[config.mk]
export PLATFORM = sky130hd
export DESIGN_NAME = pixel_pipeline
export DESIGN_NICKNAME = d
export VERILOG_FILES = /design/src/rtl/pixel_pipeline_pkg.sv /design/src/rtl/float_to_fixed.sv /design/src/rtl/attribute_convert.sv /design/src/rtl/value_delay.sv /design/src/rtl/fog_blend.sv /design/src/rtl/pixel_pipeline.sv
export VERILOG_INCLUDE_DIRS = /design/src /design/src/rtl
export SDC_FILE = /design/constraint.sdc
export NUM_CORES = 2
export LEC_CHECK = 0
export ABC_AREA = 1
export ABC_CLOCK_PERIOD_IN_PS = 5700
export BUFFER_PORTS_ARGS = -buffer_cell sky130_fd_sc_hd__buf_2
export CORE_UTILIZATION = 60
export CTS_CLUSTER_SIZE = 40
export DETAILED_ROUTE_END_ITERATION = 16
export PLACE_DENSITY = 0.8
export SYNTH_ARGS = -nofsm -noshare
export SYNTH_HDL_FRONTEND = slang
export SYNTH_SLANG_ARGS = --single-unit
[constraint.sdc]
create_clock -name aclk -period 5.7 [get_ports aclk]
set_input_delay 0 -clock aclk [delete_from_list [all_inputs] [get_ports aclk]]
set_output_delay 0 -clock aclk [all_outputs]
set_load 0.005 [all_outputs]
[src/rtl/pixel_pipeline_params.svh]
`ifndef PIXEL_PIPELINE_PARAMS_SVH
`define PIXEL_PIPELINE_PARAMS_SVH

////////////////////////////////////////
// Fragment field widths
////////////////////////////////////////

// Bits per color channel
`define PP_SUB_PIXEL_WIDTH 8
`define PP_DEPTH_WIDTH 16
`define PP_INDEX_WIDTH 14
`define PP_SCREEN_POS_WIDTH 11
// IEEE single precision attributes
`define PP_FLOAT_WIDTH 32

// Stage latencies in clock cycles
`define PP_CONVERT_LATENCY 2
`define PP_BLEND_LATENCY 2

`endif

[src/rtl/pixel_pipeline_pkg.sv]
`include "pixel_pipeline_params.svh"

package pixel_pipeline_pkg;

    // Raw attribute from the interpolator
    typedef logic [`PP_FLOAT_WIDTH - 1 : 0] float_t;

    typedef logic [`PP_SUB_PIXEL_WIDTH - 1 : 0] channel_t;

    // R in the upper byte, A in the lowest
    typedef struct packed {
        channel_t r;
        channel_t g;
        channel_t b;
        channel_t a;
    } color_t;

    typedef logic [`PP_DEPTH_WIDTH - 1 : 0] depth_t;

    // Fragment data that rides beside the math
    typedef struct packed {
        logic [`PP_INDEX_WIDTH - 1 : 0]      index;
        logic [`PP_SCREEN_POS_WIDTH - 1 : 0] screen_x;
        logic [`PP_SCREEN_POS_WIDTH - 1 : 0] screen_y;
        logic                                keep;
        logic                                last;
    } sideband_t;

endpackage

[src/rtl/float_to_fixed.sv]
`timescale 1ns/1ns
`include "pixel_pipeline_params.svh"

module float_to_fixed
#(
    parameter int FRAC_WIDTH = 8
)
(
    input  logic                           aclk,
    input  logic                           rst_n,
    input  pixel_pipeline_pkg::float_t     value,
    output logic [FRAC_WIDTH - 1 : 0]      fixed
);
    localparam int EXP_WIDTH   = 8;
    localparam int MANT_WIDTH  = `PP_FLOAT_WIDTH - EXP_WIDTH - 1;
    localparam int BIAS        = (1 << (EXP_WIDTH - 1)) - 1;
    localparam int SHIFT_WIDTH = $clog2(MANT_WIDTH + 1);

    logic                       sign;
    logic [EXP_WIDTH - 1 : 0]   exponent;
    logic [MANT_WIDTH : 0]      significand;
    logic [SHIFT_WIDTH - 1 : 0] shift;

    logic                       sign_q;
    logic                       below_q;
    logic                       above_q;
    logic [FRAC_WIDTH - 1 : 0]  aligned_q;

    assign sign        = value[`PP_FLOAT_WIDTH - 1];
    assign exponent    = value[MANT_WIDTH +: EXP_WIDTH];
    assign significand = {1'b1, value[MANT_WIDTH - 1 : 0]};

    // Drops everything below 2^-F, only meaningful for values in [2^-F, 1)
    assign shift = SHIFT_WIDTH'(BIAS + MANT_WIDTH - FRAC_WIDTH - int'(exponent));

    // Stage 1: range compare and mantissa alignment
    always_ff @(posedge aclk or negedge rst_n)
    begin
        if (!rst_n)
        begin
            sign_q    <= 1'b0;
            below_q   <= 1'b0;
            above_q   <= 1'b0;
            aligned_q <= '0;
        end
        else
        begin
            sign_q    <= sign;
            below_q   <= int'(exponent) < (BIAS - FRAC_WIDTH);
            above_q   <= int'(exponent) >= BIAS;
            aligned_q <= FRAC_WIDTH'(significand >> shift);
        end
    end

    // Stage 2: clamp, negative values win over saturation
    always_ff @(posedge aclk or negedge rst_n)
    begin
        if (!rst_n)
            fixed <= '0;
        else if (sign_q || below_q)
            fixed <= '0;
        else if (above_q)
            fixed <= '1;
        else
            fixed <= aligned_q;
    end

endmodule

[src/rtl/attribute_convert.sv]
`timescale 1ns/1ns
`include "pixel_pipeline_params.svh"

module attribute_convert
(
    input  logic                         aclk,
    input  logic                         rst_n,

    input  pixel_pipeline_pkg::float_t   attrb_r,
    input  pixel_pipeline_pkg::float_t   attrb_g,
    input  pixel_pipeline_pkg::float_t   attrb_b,
    input  pixel_pipeline_pkg::float_t   attrb_a,
    input  pixel_pipeline_pkg::float_t   attrb_depth_z,
    input  pixel_pipeline_pkg::float_t   attrb_depth_w,

    output pixel_pipeline_pkg::color_t   conv_color,
    output pixel_pipeline_pkg::depth_t   conv_depth,
    output pixel_pipeline_pkg::channel_t conv_fog
);
    pixel_pipeline_pkg::channel_t red;
    pixel_pipeline_pkg::channel_t green;
    pixel_pipeline_pkg::channel_t blue;
    pixel_pipeline_pkg::channel_t alpha;

    ////////////////////////////////////////
    // Primary color
    ////////////////////////////////////////
    float_to_fixed #(.FRAC_WIDTH(`PP_SUB_PIXEL_WIDTH)) u_conv_r (
        .aclk(aclk), .rst_n(rst_n), .value(attrb_r), .fixed(red)
    );
    float_to_fixed #(.FRAC_WIDTH(`PP_SUB_PIXEL_WIDTH)) u_conv_g (
        .aclk(aclk), .rst_n(rst_n), .value(attrb_g), .fixed(green)
    );
    float_to_fixed #(.FRAC_WIDTH(`PP_SUB_PIXEL_WIDTH)) u_conv_b (
        .aclk(aclk), .rst_n(rst_n), .value(attrb_b), .fixed(blue)
    );
    float_to_fixed #(.FRAC_WIDTH(`PP_SUB_PIXEL_WIDTH)) u_conv_a (
        .aclk(aclk), .rst_n(rst_n), .value(attrb_a), .fixed(alpha)
    );

    assign conv_color = {red, green, blue, alpha};

    ////////////////////////////////////////
    // Depth and fog coordinate
    ////////////////////////////////////////
    float_to_fixed #(.FRAC_WIDTH(`PP_DEPTH_WIDTH)) u_conv_z (
        .aclk(aclk), .rst_n(rst_n), .value(attrb_depth_z), .fixed(conv_depth)
    );

    // Clamped w is used directly as the fog factor
    float_to_fixed #(.FRAC_WIDTH(`PP_SUB_PIXEL_WIDTH)) u_conv_w (
        .aclk(aclk), .rst_n(rst_n), .value(attrb_depth_w), .fixed(conv_fog)
    );

endmodule

[src/rtl/value_delay.sv]
`timescale 1ns/1ns

module value_delay
#(
    parameter type payload_t = logic,
    parameter int  DELAY     = 1
)
(
    input  logic     aclk,
    input  logic     rst_n,
    input  payload_t in_data,
    output payload_t out_data
);
    // One item per stage, oldest at the end
    payload_t stages [DELAY];

    always_ff @(posedge aclk or negedge rst_n)
    begin
        if (!rst_n)
        begin
            for (int i = 0; i < DELAY; i++)
            begin
                stages[i] <= '0;
            end
        end
        else
        begin
            stages[0] <= in_data;
            for (int i = 1; i < DELAY; i++)
            begin
                stages[i] <= stages[i - 1];
            end
        end
    end

    assign out_data = stages[DELAY - 1];

endmodule

[src/rtl/fog_blend.sv]
`timescale 1ns/1ns
`include "pixel_pipeline_params.svh"

module fog_blend
(
    input  logic                         aclk,
    input  logic                         rst_n,
    input  logic                         fog_enable,
    input  pixel_pipeline_pkg::color_t   fog_color,
    input  pixel_pipeline_pkg::color_t   color,
    input  pixel_pipeline_pkg::channel_t fog,
    output pixel_pipeline_pkg::color_t   blended
);
    localparam int W          = `PP_SUB_PIXEL_WIDTH;
    localparam int LANES      = 4;
    localparam int PROD_WIDTH = 2 * W;
    localparam logic [PROD_WIDTH : 0] ROUND = (PROD_WIDTH + 1)'(1 << (W - 1));

    logic [LANES - 1 : 0][W - 1 : 0]          color_lanes;
    logic [LANES - 1 : 0][W - 1 : 0]          fog_lanes;
    pixel_pipeline_pkg::channel_t             fog_inv;

    logic [LANES - 1 : 0][PROD_WIDTH - 1 : 0] frag_prod_q;
    logic [LANES - 1 : 0][PROD_WIDTH - 1 : 0] fog_prod_q;
    pixel_pipeline_pkg::color_t               color_q;
    logic                                     enable_q;

    logic [LANES - 1 : 0][PROD_WIDTH : 0]     rounded;
    logic [LANES - 1 : 0][W - 1 : 0]          mixed;

    assign color_lanes = color;
    assign fog_lanes   = fog_color;
    // Weight of the fog color, 255 - f
    assign fog_inv     = {W{1'b1}} - fog;

    // Stage 1: both products per channel
    always_ff @(posedge aclk or negedge rst_n)
    begin
        if (!rst_n)
        begin
            frag_prod_q <= '0;
            fog_prod_q  <= '0;
            color_q     <= '0;
            enable_q    <= 1'b0;
        end
        else
        begin
            for (int i = 0; i < LANES; i++)
            begin
                frag_prod_q[i] <= color_lanes[i] * fog;
                fog_prod_q[i]  <= fog_lanes[i] * fog_inv;
            end
            color_q  <= color;
            enable_q <= fog_enable;
        end
    end

    always_comb
    begin
        for (int i = 0; i < LANES; i++)
        begin
            rounded[i] = (PROD_WIDTH + 1)'(frag_prod_q[i]) + fog_prod_q[i] + ROUND;
            mixed[i]   = rounded[i][W +: W];
        end
    end

    // Stage 2: sum, round and pick the path
    always_ff @(posedge aclk or negedge rst_n)
    begin
        if (!rst_n)
            blended <= '0;
        else
            blended <= enable_q ? pixel_pipeline_pkg::color_t'(mixed) : color_q;
    end

endmodule

[src/rtl/pixel_pipeline.sv]
`timescale 1ns/1ns
`include "pixel_pipeline_params.svh"

module pixel_pipeline
(
    input  logic                                 aclk,
    input  logic                                 rst_n,

    // Fragment attributes
    input  logic                                 attrb_valid,
    input  pixel_pipeline_pkg::float_t           attrb_r,
    input  pixel_pipeline_pkg::float_t           attrb_g,
    input  pixel_pipeline_pkg::float_t           attrb_b,
    input  pixel_pipeline_pkg::float_t           attrb_a,
    input  pixel_pipeline_pkg::float_t           attrb_depth_z,
    input  pixel_pipeline_pkg::float_t           attrb_depth_w,
    input  logic [`PP_INDEX_WIDTH - 1 : 0]       attrb_index,
    input  logic [`PP_SCREEN_POS_WIDTH - 1 : 0]  attrb_screen_x,
    input  logic [`PP_SCREEN_POS_WIDTH - 1 : 0]  attrb_screen_y,
    input  logic                                 attrb_keep,
    input  logic                                 attrb_last,

    // Fog configuration
    input  logic                                 fog_enable,
    input  pixel_pipeline_pkg::color_t           fog_color,

    // Framebuffer side
    output logic                                 fb_valid,
    output pixel_pipeline_pkg::color_t           fb_color,
    output pixel_pipeline_pkg::depth_t           fb_depth,
    output logic [`PP_INDEX_WIDTH - 1 : 0]       fb_index,
    output logic [`PP_SCREEN_POS_WIDTH - 1 : 0]  fb_screen_x,
    output logic [`PP_SCREEN_POS_WIDTH - 1 : 0]  fb_screen_y,
    output logic                                 fb_keep,
    output logic                                 fb_last
);
    // Valid strobe travels with the sideband
    typedef struct packed {
        logic                          valid;
        pixel_pipeline_pkg::sideband_t sideband;
    } staged_sideband_t;

    staged_sideband_t             sideband_in;
    staged_sideband_t             sideband_out;
    pixel_pipeline_pkg::color_t   conv_color;
    pixel_pipeline_pkg::depth_t   conv_depth;
    pixel_pipeline_pkg::channel_t conv_fog;

    ////////////////////////////////////////
    // Math path
    ////////////////////////////////////////
    attribute_convert u_convert (
        .aclk          (aclk),
        .rst_n         (rst_n),
        .attrb_r       (attrb_r),
        .attrb_g       (attrb_g),
        .attrb_b       (attrb_b),
        .attrb_a       (attrb_a),
        .attrb_depth_z (attrb_depth_z),
        .attrb_depth_w (attrb_depth_w),
        .conv_color    (conv_color),
        .conv_depth    (conv_depth),
        .conv_fog      (conv_fog)
    );

    fog_blend u_fog (
        .aclk       (aclk),
        .rst_n      (rst_n),
        .fog_enable (fog_enable),
        .fog_color  (fog_color),
        .color      (conv_color),
        .fog        (conv_fog),
        .blended    (fb_color)
    );

    // Depth skips the blend stage
    value_delay #(
        .payload_t (pixel_pipeline_pkg::depth_t),
        .DELAY     (`PP_BLEND_LATENCY)
    ) u_depth_delay (
        .aclk     (aclk),
        .rst_n    (rst_n),
        .in_data  (conv_depth),
        .out_data (fb_depth)
    );

    ////////////////////////////////////////
    // Sideband path
    ////////////////////////////////////////
    assign sideband_in = {attrb_valid, attrb_index, attrb_screen_x, attrb_screen_y,
                          attrb_keep, attrb_last};

    // Matches convert plus blend so the fragment stays aligned
    value_delay #(
        .payload_t (staged_sideband_t),
        .DELAY     (`PP_CONVERT_LATENCY + `PP_BLEND_LATENCY)
    ) u_sideband_delay (
        .aclk     (aclk),
        .rst_n    (rst_n),
        .in_data  (sideband_in),
        .out_data (sideband_out)
    );

    assign fb_valid    = sideband_out.valid;
    assign fb_index    = sideband_out.sideband.index;
    assign fb_screen_x = sideband_out.sideband.screen_x;
    assign fb_screen_y = sideband_out.sideband.screen_y;
    assign fb_keep     = sideband_out.sideband.keep;
    assign fb_last     = sideband_out.sideband.last;

endmodule

Word level (Yosys, flattened, before mapping):

Index checks and enable logic that the tools add are counted.

* shift operators: 6
* reduce and logical (&&, ||, !) cells: 6
* add/subtract/negate cells: 15
* order comparisons: 12
* mux-type cells: 13
* $mul: 8

Operator list (number)
* multiplier 8 x 8 -> 16 bit: 8
* >> shifter 24 x 5 -> 8 bit: 5
* 2-to-1 mux 8 bit: 10
* adder 16 bit: 4
* adder 16 x 8 -> 16 bit, second input constant: 4
* >= comparator 8 x 7 -> 1 bit, second input constant: 6
* less-than comparator 8 x 7 -> 1 bit, second input constant: 6
* 2-to-1 mux 16 bit: 2
* 2-to-1 mux 32 bit: 1
* subtractor 4 x 5 -> 5 bit, first input constant: 5
* >> shifter 24 x 5 -> 16 bit: 1
* subtractor 8 bit, first input constant: 1
* logical OR 1 bit: 6
* subtractor 3 x 5 -> 5 bit, first input constant: 1

* word-level logic and storage cells: 133
* flip-flop bits (word level): 511
* bits of input ports: 266
* output and inout port bits: 87

Logic depth before layout (Yosys ltp):

* depth after elaboration: 3
* mapped depth: 21
* gate-level depth less buffers: 19

By module:

From an unflattened synthesis, not the netlist that was laid out.

* cells, all modules: 5328
* area, all modules: 41970.3 µm²

By module, submodules not included
* fog_blend: cells each 3418, sequential area each 4829.6 µm², area an instance 26302.7 µm², times used 1
* float_to_fixed at u_convert.u_conv_a ...: cells each 269, sequential area each 475.5 µm², area an instance 1651.6 µm², times used 5
* value_delay at u_sideband_delay: cells each 195, sequential area each 3903.7 µm², area an instance 4196.5 µm², times used 1
* float_to_fixed at u_convert.u_conv_z: cells each 322, sequential area each 875.8 µm², area an instance 2292.2 µm², times used 1
* value_delay at u_depth_delay: cells each 48, sequential area each 800.8 µm², area an instance 920.9 µm², times used 1

Worst setup path before layout:

No wires, ideal clock.

* path kind: reg2reg
* start point: register u_convert.u_conv_w.fixed[2]
* end point: register u_fog.frag_prod_q[46] (netlist bit)
* stages on the path, launching flop included: 19
* data required time: 5.579 ns
* buffers on the path: 2
* library setup time: 0.121 ns
* setup slack: 1.556 ns
* arrival time: 4.023 ns
* period minus slack after synthesis: 4.144 ns
* path through: dfrtp_1 clkbuf_1 clkbuf_1 nand2_1 fa_1 fa_1 inv_1 fa_1 inv_1 fa_1 inv_1 ha_1 nand2_1 inv_1 o21ai_0 nand3_1 and2_1 o21bai_1 nand2_1

* longest elaborated chain between the ends: 1

RTL lines
* start: declaration: line float_to_fixed.sv:12 `output logic [FRAC_WIDTH - 1 : 0] fixed`
* start signal: assignment: line float_to_fixed.sv:65 `fixed <= aligned_q;`
* multiplier 8 x 8 -> 16 bit: line fog_blend.sv:50 `frag_prod_q[i] <= color_lanes[i] * fog;`
* end signal: indexed assignment: line fog_blend.sv:50
* end: declaration: line fog_blend.sv:23 `logic [LANES - 1 : 0][PROD_WIDTH - 1 : 0] frag_prod_q;`

No other way between the ends.

Worst setup path after layout:

* start point: input attrb_a[23]
* end point: register u_convert.u_conv_a.aligned_q[4]

* longest elaborated chain between the ends: 2

RTL lines
* start: declaration: line pixel_pipeline.sv:14 `input pixel_pipeline_pkg::float_t attrb_a,`
* subtractor 4 x 5 -> 5 bit: line float_to_fixed.sv:34 `assign shift = SHIFT_WIDTH'(BIAS + MANT_WIDTH - FRAC_WIDTH - int'(exponent));`
* >> shifter 24 x 5 -> 8 bit: line float_to_fixed.sv:51 `aligned_q <= FRAC_WIDTH'(significand >> shift);`
* end signal: assignment: line float_to_fixed.sv:51
* end: declaration: line float_to_fixed.sv:27 `logic [FRAC_WIDTH - 1 : 0] aligned_q;`

No other way between the ends.

==> flow_summary.toml <==
[routing]
drc = 0
first_pass_iters = 7
finalWirelength_um = 99730
vias = 34970
ant_nets = 0
vias_per_cell = 5.199
drt_iter0_drc = 2517
routedWlPerCell_um = 14.83

[placement]
gp_congestion = 0.9250
io_buffers = 352
dp_hpwl_um = 72680

[power]
ir_worst_vdd_uv = 281.3
fin_total_pwr_mw = 16.74
switching_share_pct = 41.51
leakage_nw = 28.02
power_frac_seq_pct = 27.4
p_int_mw = 9.792
powerDensity_mw_per_mm2 = 349.3
combPwrFrac_pct = 50.1
pwr-share-clk_pct = 22.5
p_switching_mw = 6.949

[critical_path]
worstPathArrival_ns = 5.68
end_kind = "register"
crit_path_max_fanout = 40
reg2reg_from = "u_convert.u_conv_w.fixed[2]"
crit_start = "attrb_a[23]"
required_ns = 6.26
critPathLaunchType = "input port"
reg2regPathDepth = 17
critPathCapture = "u_convert.u_conv_a.aligned_q[4]"
r2r-end = "u_fog.frag_prod_q[46]"
rrSetupSlack_ns = 0.96
path_class = "input port to register"

[grt]
antenna_found_initial = 8
grt_max_degree = 163
overflow = 0
grt_pass1_wl_um = 165900
grt_usage_pct = 28.82
grt_pass1_vias = 34600

[logic_synthesis]
syn_area_per_cell_um2 = 7.834
syn_inst = 5317
yosysTopAreaCellShare_pct = 30.70
ys_top_cells_by_area = "dfrtp_1 31%, fa_1 14%, nand2_1 13%"
synth.distinct_cells = 37
synth_top_area_cell = "dfrtp_1"
async_reset_ff_share_pct = 100.0
synth_area_mm2 = 0.04165
synth_edf_count = 0
synth_nets = 6280
yosys_warnings = 0
ys.flop_type = "dfrtp_1"
synth_seq_cells = 511
yosysSeqAreaShare_pct = 30.70

[sta]
rsz0062_at_grt = "false"
setup_violations = 0
worst_hold_slack_ns = 0.03055
hold_violations = 0
clock.fmax_ghz = 0.1955
fin_crit_sh_pct = 89.76
relSlewSlack_pct = 28.21
min_period_ns = 5.116
slew_viol_final = 0
final.setup.tns_ns = 0
finClkSkew_ns = 0.02659
worst_pin_slew_ns = 1.076

[flow_run]
drv_cap = 0

[clock_network]
clkTransAtPathRegs_ns = 0.06
cts_buffers = 53
cts_sinks = 511
h-tree-depth = 2
cts_tree = "yes"
cts_root_buffer = "clkbuf_16"
cts_buffer_depth = 3
clkLatencyLatePin_ns = 0.62
postCtsSetupBuffers = 0
ctsResizeCount = 0

[final_layout]
fillCellCount = 5455
seqCellArea_mm2 = 0.01280
syn_to_final_growth_pct = 15.08
mostFrequentLayoutCell = "nand2_1"
drive_above_1_share_pct = 9.264
layout_common_cells = "1,413 x nand2_1, 936 x inv_1, 503 x dfrtp_1"
nets = 6704
multi_input_area_mm2 = 0.02405

[floorplanning]
core_mm2 = 0.06859
placementRows = 96
initial_core_util_pct = 60.73
pin_count = 353
die-height_um = 265.5
die_x_um = 265.5
die_area_mm2 = 0.07048

[status]
status = "complete, no violations"

[min_path]
hp-class = "input port to register"
## layer usage
layer  track usage (%)  wire [µm]  up-vias
met2             49.25      48950     1137
met5                 0          0        -
met4             9.983       3133        0
met3             3.444       5597      230
met1             37.95      42050    16460
li1                  -          -    17140
## state kept, by name (all words and copies together), names as in the netlist, 32 cells and up
register and flops:
u_sideband_delay.stages 117, u_fog.fog_prod_q 64, u_fog.frag_prod_q 64, u_sideband_delay.out_data 39, u_fog.blended 32, u_fog.color_q 32
## Yosys cell counts, drive strengths merged, types with 3 or more instances
master,count
a21boi,10
a21oi,145
a31oi,3
and2,9
buf,124
clkbuf,121
dfrtp,511
fa,288
ha,409
inv,949
nand2,1419
nand3,436
nand4,29
nor2,465
nor3,25
o211ai,63
o21ai,157
o21bai,14
or2,25
xnor2,40
xor2,74
## worst max-delay path, stage by stage
cell and delay, ns:
buf_2 0.46, inv_1 0.42, ha_1 0.89, inv_1 0.52, o211ai_1 0.25, dlygate4sd3_1 0.57
nand2_1 0.04, dlygate4sd3_1 0.55, nand2_1 0.06, nand3_1 0.07, dlygate4sd3_1 0.57, nand2_1 0.06
dlygate4sd3_1 0.55, nand2_1 0.05, nand2_1 0.06, dlygate4sd3_1 0.53
## power groups by stage
| stage | Combinational, mW | Clock [mW] | Sequential [mW] |
|---|---|---|---|
| CTS | 8.37 | 3.84 | 4.60 |
| global route | 9.67 | 3.98 | 4.64 |
| detailed placement | 8.09 | 0 | 4.65 |
| floorplan | 6.24 | 0 | 4.47 |
| global placement | 7.92 | 0 | 4.64 |
| finish | 8.38 | 3.77 | 4.59 |
## final cells by class
type	count	share of cell area [%]
clock inverter	30	0.9371
inverter	949	7.437
sequential	511	26.70
timing repair buffer	614	9.167
tap	931	2.430
antenna	8	0.04176
multi-input combinational	3612	50.18
clock buffer	70	3.109
## stage by stage
stage	instances	utilization, %	setup slack (ns)	area, µm²
6_report	6725	69.89	0.5837	47930
5_1_grt	6723	69.88	0.2027	47930
4_1_cts	6717	69.86	0.6817	47910
3_5_place_dp	6375	63.50	1.032	43550
3_3_place_gp	6375	63.50	1.130	43550
2_1_floorplan	5317	-	1.556	41650
## cell families after synthesis
group | synth area share [%]
compound gates | 5.260
xor+xnor | 2.758
fa+ha+maj | 26.13
buf+inv | 11.55
flops | 30.70
simple gates | 23.60
## worst min path at each step
stage | from | endpoint | slack [ns] | cells past startpoint
6_report | attrb_depth_z[6] | u_convert.u_conv_z.aligned_q[3] | 0.03 | 7
5_1_grt | attrb_screen_y[6] | u_sideband_delay.stages[125] | 0.01 | 2
4_1_cts | attrb_depth_w[13] | u_convert.u_conv_w.aligned_q[2] | 0.001 | 9
3_5_place_dp | rst_n | u_sideband_delay.out_data[22] | 0.06 | 1
3_3_place_gp | rst_n | u_sideband_delay.out_data[22] | 0.05 | 1
2_1_floorplan | rst_n | u_convert.u_conv_a.above_q | -0.30 | 0
## repair_timing
item,in CTS,in global routing
endpoints found under the hold margin,216,0
endpoints found under the setup margin,0,0
hold buffers,242,0
Power figures use the tool's default switching activity.
